File: src/common/avalon_axi_pkg.sv
// Widths are fixed here because the packed structs need constant sizes, and only single-word accesses exist.
package avalon_axi_pkg;

    // Byte address width on both buses.
    localparam int ADDRESS_WIDTH = 16;

    // One word is four bytes, so byteenable and wstrb are four bits wide.
    localparam int DATA_BYTES = 4;
    localparam int DATA_WIDTH = 8 * DATA_BYTES;

    // Operation carried by a buffered command.
    typedef enum logic {
        OP_READ  = 1'b0,
        OP_WRITE = 1'b1
    } cmd_op_e;

    // Response code.
    // The values follow the AXI BRESP and RRESP encoding, so the Avalon
    // response port can reuse them without translation.
    typedef enum logic [1:0] {
        RESP_OKAY   = 2'b00, // Normal access success.
        RESP_EXOKAY = 2'b01, // Exclusive access success, never produced by AXI4-Lite slaves.
        RESP_SLVERR = 2'b10, // Slave reported an error.
        RESP_DECERR = 2'b11  // No slave at this address.
    } resp_e;

    // One accepted Avalon command as it sits in the buffer.
    typedef struct packed {
        cmd_op_e                 op;         // Read or write.
        logic [ADDRESS_WIDTH-1:0] address;   // Byte address of the word.
        logic [DATA_BYTES-1:0]   byteenable; // Byte lanes to write.
        logic [DATA_WIDTH-1:0]   writedata;  // Ignored for reads.
    } avalon_cmd_t;

    // Response fields returned to the Avalon master.
    // Exactly one of the two valid bits pulses per completed command.
    typedef struct packed {
        logic                  readdatavalid;      // Read data and response are valid.
        logic                  writeresponsevalid; // Write response is valid.
        logic [DATA_WIDTH-1:0] readdata;           // Zero after a write.
        resp_e                 response;           // Code from BRESP or RRESP.
    } avalon_rsp_t;

endpackage

File: src/hdl/avalon_cmd_buffer.sv
// Read and write high together is treated as a write, and the master must hold its command while waitrequest is high.
`timescale 1ns/1ps

module avalon_cmd_buffer #(
    parameter int DEPTH = 2 // Number of commands the FIFO can hold.
) (
    input  logic                                      aclk,
    input  logic                                      rst,
    input  logic                                      read,
    input  logic                                      write,
    input  logic [avalon_axi_pkg::ADDRESS_WIDTH-1:0]  address,
    input  logic [avalon_axi_pkg::DATA_BYTES-1:0]     byteenable,
    input  logic [avalon_axi_pkg::DATA_WIDTH-1:0]     writedata,
    output logic                                      waitrequest,
    output avalon_axi_pkg::avalon_cmd_t               cmd,
    output logic                                      cmd_valid,
    input  logic                                      cmd_pop
);
    // A single-entry FIFO still needs a one-bit pointer.
    localparam int PTR_WIDTH = (DEPTH > 1) ? $clog2(DEPTH) : 1;
    localparam int COUNT_WIDTH = $clog2(DEPTH + 1); // Count runs from 0 to DEPTH.

    avalon_axi_pkg::avalon_cmd_t mem [DEPTH]; // Command storage.
    avalon_axi_pkg::avalon_cmd_t cmd_in;      // Incoming command, packed.
    logic [PTR_WIDTH-1:0]        wr_ptr;
    logic [PTR_WIDTH-1:0]        rd_ptr;
    logic [COUNT_WIDTH-1:0]      count;
    logic                        push;
    logic                        pop;

    // Pointers wrap at DEPTH so that any depth works, not only powers of two.
    function automatic logic [PTR_WIDTH-1:0] next_ptr(input logic [PTR_WIDTH-1:0] ptr);
        if (ptr == PTR_WIDTH'(DEPTH - 1)) begin
            return '0;
        end
        return ptr + 1'b1;
    endfunction

    always_comb begin
        cmd_in.op         = write ? avalon_axi_pkg::OP_WRITE : avalon_axi_pkg::OP_READ; // Write wins.
        cmd_in.address    = address;
        cmd_in.byteenable = byteenable;
        cmd_in.writedata  = writedata;
    end

    assign waitrequest = (count == COUNT_WIDTH'(DEPTH)); // Stall only when full.
    assign push        = (read || write) && !waitrequest; // Accepted this edge.
    assign cmd_valid   = (count != '0);
    assign pop         = cmd_pop && cmd_valid; // Ignore pops on an empty FIFO.
    assign cmd         = mem[rd_ptr]; // Head is visible the cycle after the push.

    always_ff @(posedge aclk) begin
        if (rst) begin
            wr_ptr <= '0;
            rd_ptr <= '0;
            count  <= '0;
        end else begin
            if (push) wr_ptr <= next_ptr(wr_ptr);
            if (pop) rd_ptr <= next_ptr(rd_ptr);
            case ({push, pop})
                2'b10:   count <= count + 1'b1;
                2'b01:   count <= count - 1'b1;
                default: count <= count; // Both or neither leave the level unchanged.
            endcase
        end
    end

    // Storage holds payload only.
    always_ff @(posedge aclk) begin
        if (push) mem[wr_ptr] <= cmd_in;
    end

endmodule

File: src/axi_lite_master/axi_lite_issue.sv
// One AXI transaction is outstanding at a time, and prot is always zero (unprivileged, secure, data).
`timescale 1ns/1ps

module axi_lite_issue (
    input  logic                                     aclk,
    input  logic                                     rst,
    input  avalon_axi_pkg::avalon_cmd_t              cmd,
    input  logic                                     cmd_valid,
    output logic                                     cmd_pop,
    input  logic                                     rsp_done,
    output avalon_axi_pkg::cmd_op_e                  issue_op,
    output logic                                     awvalid,
    output logic [avalon_axi_pkg::ADDRESS_WIDTH-1:0] awaddr,
    output logic [2:0]                               awprot,
    input  logic                                     awready,
    output logic                                     wvalid,
    output logic [avalon_axi_pkg::DATA_WIDTH-1:0]    wdata,
    output logic [avalon_axi_pkg::DATA_BYTES-1:0]    wstrb,
    input  logic                                     wready,
    output logic                                     arvalid,
    output logic [avalon_axi_pkg::ADDRESS_WIDTH-1:0] araddr,
    output logic [2:0]                               arprot,
    input  logic                                     arready
);
    typedef enum logic [1:0] {
        ISSUE_IDLE,  // Waiting for a buffered command.
        ISSUE_WRITE, // AW and W still being offered.
        ISSUE_READ,  // AR still being offered.
        ISSUE_WAIT   // Address phase done, waiting for the response stage.
    } issue_state_e;

    issue_state_e                state;
    avalon_axi_pkg::avalon_cmd_t cmd_q; // Command taken from the buffer head.
    logic                        aw_pending;
    logic                        w_pending;

    // AW and W are tracked on their own, so the slave may take either first.
    assign aw_pending = awvalid && !awready;
    assign w_pending  = wvalid && !wready;

    always_ff @(posedge aclk) begin
        if (rst) begin
            state   <= ISSUE_IDLE;
            cmd_pop <= 1'b0;
            awvalid <= 1'b0;
            wvalid  <= 1'b0;
            arvalid <= 1'b0;
        end else begin
            cmd_pop <= 1'b0; // Pop is a single-cycle pulse.
            case (state)
                ISSUE_IDLE: begin
                    if (cmd_valid) begin
                        cmd_pop <= 1'b1;
                        if (cmd.op == avalon_axi_pkg::OP_WRITE) begin
                            awvalid <= 1'b1;
                            wvalid  <= 1'b1;
                            state   <= ISSUE_WRITE;
                        end else begin
                            arvalid <= 1'b1;
                            state   <= ISSUE_READ;
                        end
                    end
                end
                ISSUE_WRITE: begin
                    awvalid <= aw_pending; // Drop each valid on its own handshake.
                    wvalid  <= w_pending;
                    if (!aw_pending && !w_pending) state <= ISSUE_WAIT;
                end
                ISSUE_READ: begin
                    if (arready) begin
                        arvalid <= 1'b0;
                        state   <= ISSUE_WAIT;
                    end
                end
                default: begin
                    if (rsp_done) state <= ISSUE_IDLE; // B or R has been returned.
                end
            endcase
        end
    end

    // Latched on the same edge as the pop, so the head may change afterwards.
    always_ff @(posedge aclk) begin
        if (state == ISSUE_IDLE && cmd_valid) cmd_q <= cmd;
    end

    assign issue_op = cmd_q.op;
    assign awaddr   = cmd_q.address;
    assign araddr   = cmd_q.address; // Same word address for either direction.
    assign wdata    = cmd_q.writedata;
    assign wstrb    = cmd_q.byteenable;
    assign awprot   = 3'b000;
    assign arprot   = 3'b000;

endmodule

File: src/axi_lite_master/axi_lite_response.sv
// Ready is raised only after the slave shows valid, so each response costs one extra cycle.
`timescale 1ns/1ps

module axi_lite_response (
    input  logic                                  aclk,
    input  logic                                  rst,
    input  avalon_axi_pkg::cmd_op_e               issue_op,
    input  logic                                  bvalid,
    input  avalon_axi_pkg::resp_e                 bresp,
    output logic                                  bready,
    input  logic                                  rvalid,
    input  logic [avalon_axi_pkg::DATA_WIDTH-1:0] rdata,
    input  avalon_axi_pkg::resp_e                 rresp,
    output logic                                  rready,
    output avalon_axi_pkg::avalon_rsp_t           rsp,
    output logic                                  rsp_done
);
    logic                                  b_fire;
    logic                                  r_fire;
    logic                                  readdatavalid_q;
    logic                                  writeresponsevalid_q;
    logic [avalon_axi_pkg::DATA_WIDTH-1:0] readdata_q;
    avalon_axi_pkg::resp_e                 response_q;

    assign b_fire = bvalid && bready;
    assign r_fire = rvalid && rready;

    // Ready follows the channel that the issued command uses.
    // It stays low while idle because no beat is pending then, and it
    // drops again right after the transfer.
    always_ff @(posedge aclk) begin
        if (rst) begin
            bready <= 1'b0;
            rready <= 1'b0;
        end else begin
            bready <= (issue_op == avalon_axi_pkg::OP_WRITE) && bvalid && !bready;
            rready <= (issue_op == avalon_axi_pkg::OP_READ) && rvalid && !rready;
        end
    end

    // Valid pulses last exactly one cycle after the transfer.
    always_ff @(posedge aclk) begin
        if (rst) begin
            readdatavalid_q      <= 1'b0;
            writeresponsevalid_q <= 1'b0;
        end else begin
            readdatavalid_q      <= r_fire;
            writeresponsevalid_q <= b_fire;
        end
    end

    always_ff @(posedge aclk) begin
        if (r_fire) begin
            readdata_q <= rdata;
            response_q <= rresp; // Code passes through unchanged.
        end else if (b_fire) begin
            readdata_q <= '0; // Writes return no data.
            response_q <= bresp;
        end
    end

    always_comb begin
        rsp.readdatavalid      = readdatavalid_q;
        rsp.writeresponsevalid = writeresponsevalid_q;
        rsp.readdata           = readdata_q;
        rsp.response           = response_q;
    end

    assign rsp_done = readdatavalid_q || writeresponsevalid_q; // Frees the issue stage.

endmodule

File: src/hdl/avalon_axi_lite_bridge.sv
// Word accesses only with one AXI transaction in flight, so responses return in command order.
`timescale 1ns/1ps

module avalon_axi_lite_bridge #(
    parameter int BUFFER_DEPTH = 2 // Commands accepted ahead of the AXI side.
) (
    input  logic                                     aclk,
    input  logic                                     rst,
    // Avalon-MM slave side.
    input  logic                                     read,
    input  logic                                     write,
    input  logic [avalon_axi_pkg::ADDRESS_WIDTH-1:0] address,
    input  logic [avalon_axi_pkg::DATA_BYTES-1:0]    byteenable,
    input  logic [avalon_axi_pkg::DATA_WIDTH-1:0]    writedata,
    output logic                                     waitrequest,
    output avalon_axi_pkg::avalon_rsp_t              rsp,
    // AXI4-Lite master side.
    output logic                                     awvalid,
    output logic [avalon_axi_pkg::ADDRESS_WIDTH-1:0] awaddr,
    output logic [2:0]                               awprot,
    input  logic                                     awready,
    output logic                                     wvalid,
    output logic [avalon_axi_pkg::DATA_WIDTH-1:0]    wdata,
    output logic [avalon_axi_pkg::DATA_BYTES-1:0]    wstrb,
    input  logic                                     wready,
    input  logic                                     bvalid,
    input  avalon_axi_pkg::resp_e                    bresp,
    output logic                                     bready,
    output logic                                     arvalid,
    output logic [avalon_axi_pkg::ADDRESS_WIDTH-1:0] araddr,
    output logic [2:0]                               arprot,
    input  logic                                     arready,
    input  logic                                     rvalid,
    input  logic [avalon_axi_pkg::DATA_WIDTH-1:0]    rdata,
    input  avalon_axi_pkg::resp_e                    rresp,
    output logic                                     rready
);
    avalon_axi_pkg::avalon_cmd_t cmd;       // Buffer head.
    logic                        cmd_valid;
    logic                        cmd_pop;
    avalon_axi_pkg::cmd_op_e     issue_op;  // Channel the response stage waits on.
    logic                        rsp_done;

    avalon_cmd_buffer #(
        .DEPTH(BUFFER_DEPTH)
    ) u_cmd_buffer (
        .aclk, .rst, .read, .write, .address, .byteenable, .writedata,
        .waitrequest, .cmd, .cmd_valid, .cmd_pop
    );

    axi_lite_issue u_issue (
        .aclk, .rst, .cmd, .cmd_valid, .cmd_pop, .rsp_done, .issue_op,
        .awvalid, .awaddr, .awprot, .awready,
        .wvalid, .wdata, .wstrb, .wready,
        .arvalid, .araddr, .arprot, .arready
    );

    axi_lite_response u_response (
        .aclk, .rst, .issue_op,
        .bvalid, .bresp, .bready,
        .rvalid, .rdata, .rresp, .rready,
        .rsp, .rsp_done
    );

endmodule

File: config.mk
export PLATFORM = sky130hd
export DESIGN_NAME = avalon_axi_lite_bridge
export DESIGN_NICKNAME = d
export VERILOG_FILES = /design/src/common/avalon_axi_pkg.sv /design/src/hdl/avalon_cmd_buffer.sv /design/src/axi_lite_master/axi_lite_issue.sv /design/src/axi_lite_master/axi_lite_response.sv /design/src/hdl/avalon_axi_lite_bridge.sv
export SDC_FILE = /design/constraint.sdc
export NUM_CORES = 1
export LEC_CHECK = 0
export BUFFER_PORTS_ARGS = -buffer_cell sky130_fd_sc_hd__buf_2
export CAP_MARGIN = 25
export CORE_ASPECT_RATIO = 1.1
export CORE_MARGIN = 2
export CORE_UTILIZATION = 40
export CTS_CLUSTER_SIZE = 12
export DETAILED_ROUTE_END_ITERATION = 12
export PLACE_DENSITY = 0.68
export SLEW_MARGIN = 25
export SYNTH_ARGS = -nofsm -noshare
export SYNTH_HDL_FRONTEND = slang
export SYNTH_HIERARCHICAL = 1
export SYNTH_SLANG_ARGS = --single-unit
File: constraint.sdc
create_clock -name aclk -period 4 [get_ports aclk]
set_input_delay 0.6 -clock aclk [delete_from_list [all_inputs] [get_ports aclk]]
set_output_delay 0.6 -clock aclk [all_outputs]
set_load 0.05 [all_outputs]
## After elaboration in Yosys (flattened, before gate mapping)

Memory sizes are Yosys's and may differ from the RTL's. A register that Yosys moved wholly into a read port is not among the register bits.
Index checks and enable logic that the tools add are counted.

- Register bits after elaboration: 101
- Latch bits: 0
- Memory bits (writable): 106
- ROM bits: 0
- Input port bits: 97
- Output and inout bits: 116
- Logic and storage cells: 102
- Memories kept: 1

- Add/subtract/negate cells: 4
- Multipliers: 0
- Divide/modulo/power cells: 0
- $lt $le $gt $ge: 0
- Eq/ne operators: 10
- Shifts and indexed selects: 0
- Muxes and demuxes: 35
- Bitwise logic cells: 2
- Reduce and logical (&&, ||, !) cells: 32

Memory list:

| name | words | bits a word | read ports | clocked after memory_dff | write ports | line | text |
|---|---|---|---|---|---|---|---|
| u_cmd_buffer.mem | 2 | 53 | 1 | 1 | 1 | avalon_cmd_buffer.sv:23 | `avalon_axi_pkg::avalon_cmd_t mem [DEPTH];` |

Operators by type and width:

| cell | count |
|---|---|
| $mux 32 | 2 |
| $mux 1 | 21 |
| $mux 2 | 7 |
| $logic_and 1x1->1 | 12 |
| $reduce_bool 2->1 | 5 |
| $reduce_and 4->1 | 2 |
| $logic_not 1->1 | 7 |
| $eq 2x2->1 const B | 3 |
| $ne 2x2->1 const B | 3 |
| $pmux 1 s2 | 3 |
| $pmux 2 s3 | 1 |
| $eq 2x1->1 const B | 2 |
| $ne 2x1->1 const B | 2 |
| $pmux 2 s2 | 1 |
| $reduce_bool 4->1 | 1 |
| $reduce_and 3->1 | 1 |
| $add 1x1->1 const B | 2 |
| $add 2x1->2 const B | 1 |
| $logic_not 2->1 | 1 |
| $logic_or 1x1->1 | 2 |
| $not 1->1 | 2 |
| $reduce_or 2->1 | 1 |
| $sub 2x1->2 const B | 1 |

## Depth between registers and ports, before layout

- Depth in word-level cells: 7
- Depth in mapped cells: 7

## Cells and area by module

The synthesis kept the hierarchy.

Modules (own cells, without submodules):

| module | instances | cells each | area each (µm²) | seq. area each (µm²) |
|---|---|---|---|---|
| avalon_cmd_buffer | 1 | 191 | 4033.9 | 3283.1 |
| axi_lite_issue | 1 | 124 | 2153.3 | 1711.6 |
| axi_lite_response | 1 | 88 | 1430.1 | 1101.1 |

## Least setup slack after synthesis

Ideal clock, no wire load.

- Path type: register -> register
- From: register u_cmd_buffer.count[0]
- To: memory u_cmd_buffer/mem[1][0] (netlist bit), enable pin
- Setup time: 0.464 ns
- Arrival: 3.236 ns
- Data required time: 3.536 ns
- Setup slack: 0.300 ns
- Cell stages (with the launch flop): 4
- Period minus slack after synthesis: 3.700 ns
- Cell sequence: dfxtp_1 > nor2b_1 > or2_2 > nor2_1

- Cells in the longest elaborated chain, start to end: 5

Ends and longest elaborated chain:

| what | line | text |
|---|---|---|
| start, declared | avalon_cmd_buffer.sv:27 | `logic [COUNT_WIDTH-1:0] count;` |
| start signal, assigned | avalon_cmd_buffer.sv:61 | `2'b10: count <= count + 1'b1;` |
| start signal, assigned | avalon_cmd_buffer.sv:62 | `2'b01: count <= count - 1'b1;` |
| start signal, assigned | avalon_cmd_buffer.sv:63 | `default: count <= count;` |
| $eq 2x2->1 | avalon_cmd_buffer.sv:46 | `assign waitrequest = (count == COUNT_WIDTH'(DEPTH));` |
| net waitrequest | avalon_axi_lite_bridge.sv:15 | `output logic waitrequest,` |
| $logic_not 1->1 | avalon_cmd_buffer.sv:47 | `assign push = (read \|\| write) && !waitrequest;` |
| $logic_and 1x1->1 | avalon_cmd_buffer.sv:47 |  |
| $mux 1 | avalon_cmd_buffer.sv:70 | `if (push) mem[wr_ptr] <= cmd_in;` |
| $mux 1 (not written as such) | avalon_cmd_buffer.sv:70 |  |
| end, declared | avalon_cmd_buffer.sv:23 |  |

The timed path passes the listed nets, and every way through them passes these cells.

## Worst setup path after layout

- From: register u_response.rready
- To: output port rready

RTL lines:

| what | line | text |
|---|---|---|
| start, declared | axi_lite_response.sv:14 | `output logic rready,` |
| start signal, assigned | axi_lite_response.sv:37 | `rready <= (issue_op == avalon_axi_pkg::OP_READ) && rvalid && !rready;` |
| end, declared | avalon_axi_lite_bridge.sv:36 | `output logic rready` |

No word-level cell between the ends.

==> results.sh <==
export IMPL_outcome="finished, final reports clean"
export IMPL_whs_endpoint="u_cmd_buffer/mem[1][43]"
export IMPL_p_leak_nw=3.71
export IMPL_cp_required_ps=3400
export IMPL_path_delay_family="flip-flops"
export IMPL_postRouteAntennaNets=0
export IMPL_setup_violations_final=0
export IMPL_crit_fanout=35
export IMPL_design_area_um2=9360
export IMPL_ys_seq_area_frac=0.800
export IMPL_dp_cells=826
export IMPL_grt_pass1_vias=4179
export IMPL_reg2reg_slack_ps=1690
export IMPL_routed_wl_mm=15.0
export IMPL_final_cell_mix="buf_2 (206), edfxtp_1 (193), mux2_2 (53), and3_1 (30), clkbuf_16 (21)"
export IMPL_layout_drive_gt1_share=0.492
export IMPL_p_sw_mw=3.12
export IMPL_share_seq_of_total_power=0.434
export IMPL_io_pins=213
export IMPL_ctsResizeCount=0
export IMPL_cp_arrival_ps=1760
export IMPL_start_kind="flop"
export IMPL_r2r_start="u_cmd_buffer/count[0]"
export IMPL_synth_top_area_share=0.761
export IMPL_rows=52
export IMPL_skew_ps=4.05
export IMPL_place_area_um2=8780
export IMPL_h_tree_depth=1
export IMPL_grtUsageTotal=0.145
export IMPL_nNetsFinal=709
export IMPL_post_dp_hpwl_mm=10.3
export IMPL_chipHeight_um=149
export IMPL_cts_tree="yes"
export IMPL_vias=4082
export IMPL_first_pass_iters=4
export IMPL_yosysUniqueCellTypes=39
export IMPL_r2r_cells=4
export IMPL_layout_commonest_cell="buf_2"
export IMPL_max_clock_freq_ghz=0.423
export IMPL_ir_drop_v=0.000509
export IMPL_syn_to_final_growth_pct=22.8
export IMPL_path_class="flop to output port"
export IMPL_min_period_ps=2360
export IMPL_drtIter0Drc=281
export IMPL_grt_max_degree=36
export IMPL_synth_flop_cell="edfxtp_1"
export IMPL_cp_num_buf_inv=1
export IMPL_p_clk_frac=0.212
export IMPL_maxSlewViolCount=0
export IMPL_min_from="address[7]"
export IMPL_overflow=0
export IMPL_cts_setup_buffers=0
export IMPL_synthArstFlopShare=0
export IMPL_switching_share=0.395
export IMPL_power_density_nw_per_um2=843
export IMPL_drc=0
export IMPL_cts_sinks=208
export IMPL_synth_seq_cells=208
export IMPL_internal_power_mw=4.77
export IMPL_syn_area_um2=7620
export IMPL_setup_tns_ps=0
export IMPL_cts_buffer_depth=3
export IMPL_start_util=0.411
export IMPL_viasPerCell=4.75
export IMPL_min_path_cells=1
export IMPL_numPortBuffers=206
export IMPL_synth_avg_cell_area_um2=18.9
export IMPL_max_slew_margin=0.343
export IMPL_crit_path_cell_trace="buf_2"
export IMPL_syn_instance_count=403
export IMPL_synth_area_top_cells="edfxtp_1 (76%), mux2_2 (7.8%), dfxtp_1 (3.9%), and3_1 (2.5%), buf_4 (2.4%)"
export IMPL_stdcell_count=860
export IMPL_cts_clk_slew_worst_paths_ps=60
export IMPL_grt_pass1_wl_mm=22.4
export IMPL_cpPeakStageDelay_ps=870
export IMPL_worstMarginPinSlew_ps=983
export IMPL_yosys_warnings=6
export IMPL_root_buffer="clkbuf_16"
export IMPL_period_share=0.591
export IMPL_endpoint_kind="output port"
export IMPL_cts_hold_buffers_added=0
export IMPL_antenna_found_initial=4
export IMPL_yosysTopAreaCell="edfxtp_1"
export IMPL_cts_buffers=21
export IMPL_fill_cells=1515
export IMPL_max_cap_viol_count=0
export IMPL_critPathSlowestCell="dfxtp_1"
export IMPL_place_gp_congestion=0.845
export IMPL_hold_viol=0
export IMPL_rsz0062_at_grt="false"
export IMPL_coreArea_um2=18500
export IMPL_synth_edff_count=193
export IMPL_avgRoutedWirePerCell_um=17.4
export IMPL_dieArea_um2=20200
export IMPL_insertion_delay_ps=490
export IMPL_p_comb_frac=0.354
export IMPL_crit_start="u_response/rready"
export IMPL_rr_endpoint="u_cmd_buffer/mem[1][23]"
export IMPL_die_w_um=136
export IMPL_hold_class="input pin to flop"
## cells in the mapped netlist, types with 2 or more instances
library cell / count
o21ai_0: 4
nand2b_1: 3
ha_1: 6
and3_2: 2
mux2_2: 53
buf_2: 9
dfxtp_1: 15
xnor2_1: 2
mux2_4: 3
nor2b_1: 3
nand2_1: 4
buf_4: 24
nor2_1: 11
clkbuf_2: 3
nand4_1: 2
o21ai_1: 2
and3_1: 30
edfxtp_1: 193
a21oi_1: 3
or2_2: 3
or3_1: 2
inv_1: 7
nor3_1: 3
## metal layers
| metal | wire, um | global-route usage |
|---|---|---|
| met5 | 11 | 0 |
| met4 | 475 | 0.0609 |
| met3 | 965 | 0.0336 |
| met2 | 7570 | 0.247 |
| met1 | 5970 | 0.178 |
## sequential cells by signal, summed over array words and instances, names as in the netlist, named ones only
signal / cells
u_cmd_buffer/count: 2
u_cmd_buffer/mem: 106
u_cmd_buffer/rd_ptr: 1
u_cmd_buffer/wr_ptr: 1
u_issue/araddr: 16
u_issue/arvalid: 1
u_issue/awvalid: 1
u_issue/cmd_pop: 1
u_issue/issue_op: 1
u_issue/state: 2
u_issue/wdata: 32
u_issue/wstrb: 4
u_issue/wvalid: 1
u_response/bready: 1
u_response/readdata_q: 32
u_response/readdatavalid_q: 1
u_response/response_q: 2
u_response/rready: 1
u_response/writeresponsevalid_q: 1
## power by group through the flow
stage / Combinational, mW / Clock, mW / Sequential [mW]
detailed placement: 2.81 / 0 / 3.47
global route: 2.93 / 1.82 / 3.48
CTS: 2.81 / 1.73 / 3.44
floorplan: 1.13 / 0 / 4.55
global placement: 2.77 / 0 / 3.45
finish: 2.79 / 1.67 / 3.42
## how the worst max path moves through the flow
stage               depth (start not counted)  slack [ps]                 endpoint
global placement                            5        1480  u_cmd_buffer/mem[1][19]
finish                                      1        1640                   rready
detailed placement                          5        1430  u_cmd_buffer/mem[1][19]
global route                                1        1510                   rready
floorplan                                   3         300   u_cmd_buffer/mem[1][0]
CTS                                         1        1620                   rready
## cells by family (layout without fill, tap and decap cells)
group	after synthesis	count (layout)	share of synthesized area
xor gates and xnor gates	3	3	0.00345
AOI/OAI and AO/OA	15	15	0.0118
other	1	9	0.000492
buffers and inverters	44	250	0.0355
and+or+nand+nor	69	69	0.0531
adders and majority gates	6	6	0.00986
muxes	57	57	0.0856
DFF	208	208	0.800
## stage by stage
stage                     setup WS, ps  utilization  power, mW  hold WS, ps
final                             1640        0.505       7.89          301
after global routing              1510        0.504       8.23          282
after CTS                         1620        0.504       7.97          283
after detailed placement          1430        0.474       6.28          461
after global placement            1480        0.473       6.22          456
after floorplan                    300            -       5.68          407
## final cells by class
type | instances | area (um2) | share of cell area
flip-flops and latches | 208 | 6100 | 0.652
clock inverters | 3 | 17.5 | 0.00187
inverters | 8 | 30.0 | 0.00321
multi-input cells | 156 | 1280 | 0.137
diodes | 3 | 7.51 | 0.000802
clock buffers | 28 | 552 | 0.0590
well taps | 243 | 304 | 0.0325
repair buffers | 211 | 1070 | 0.114
Note: power is estimated with default switching activity, not from simulation.
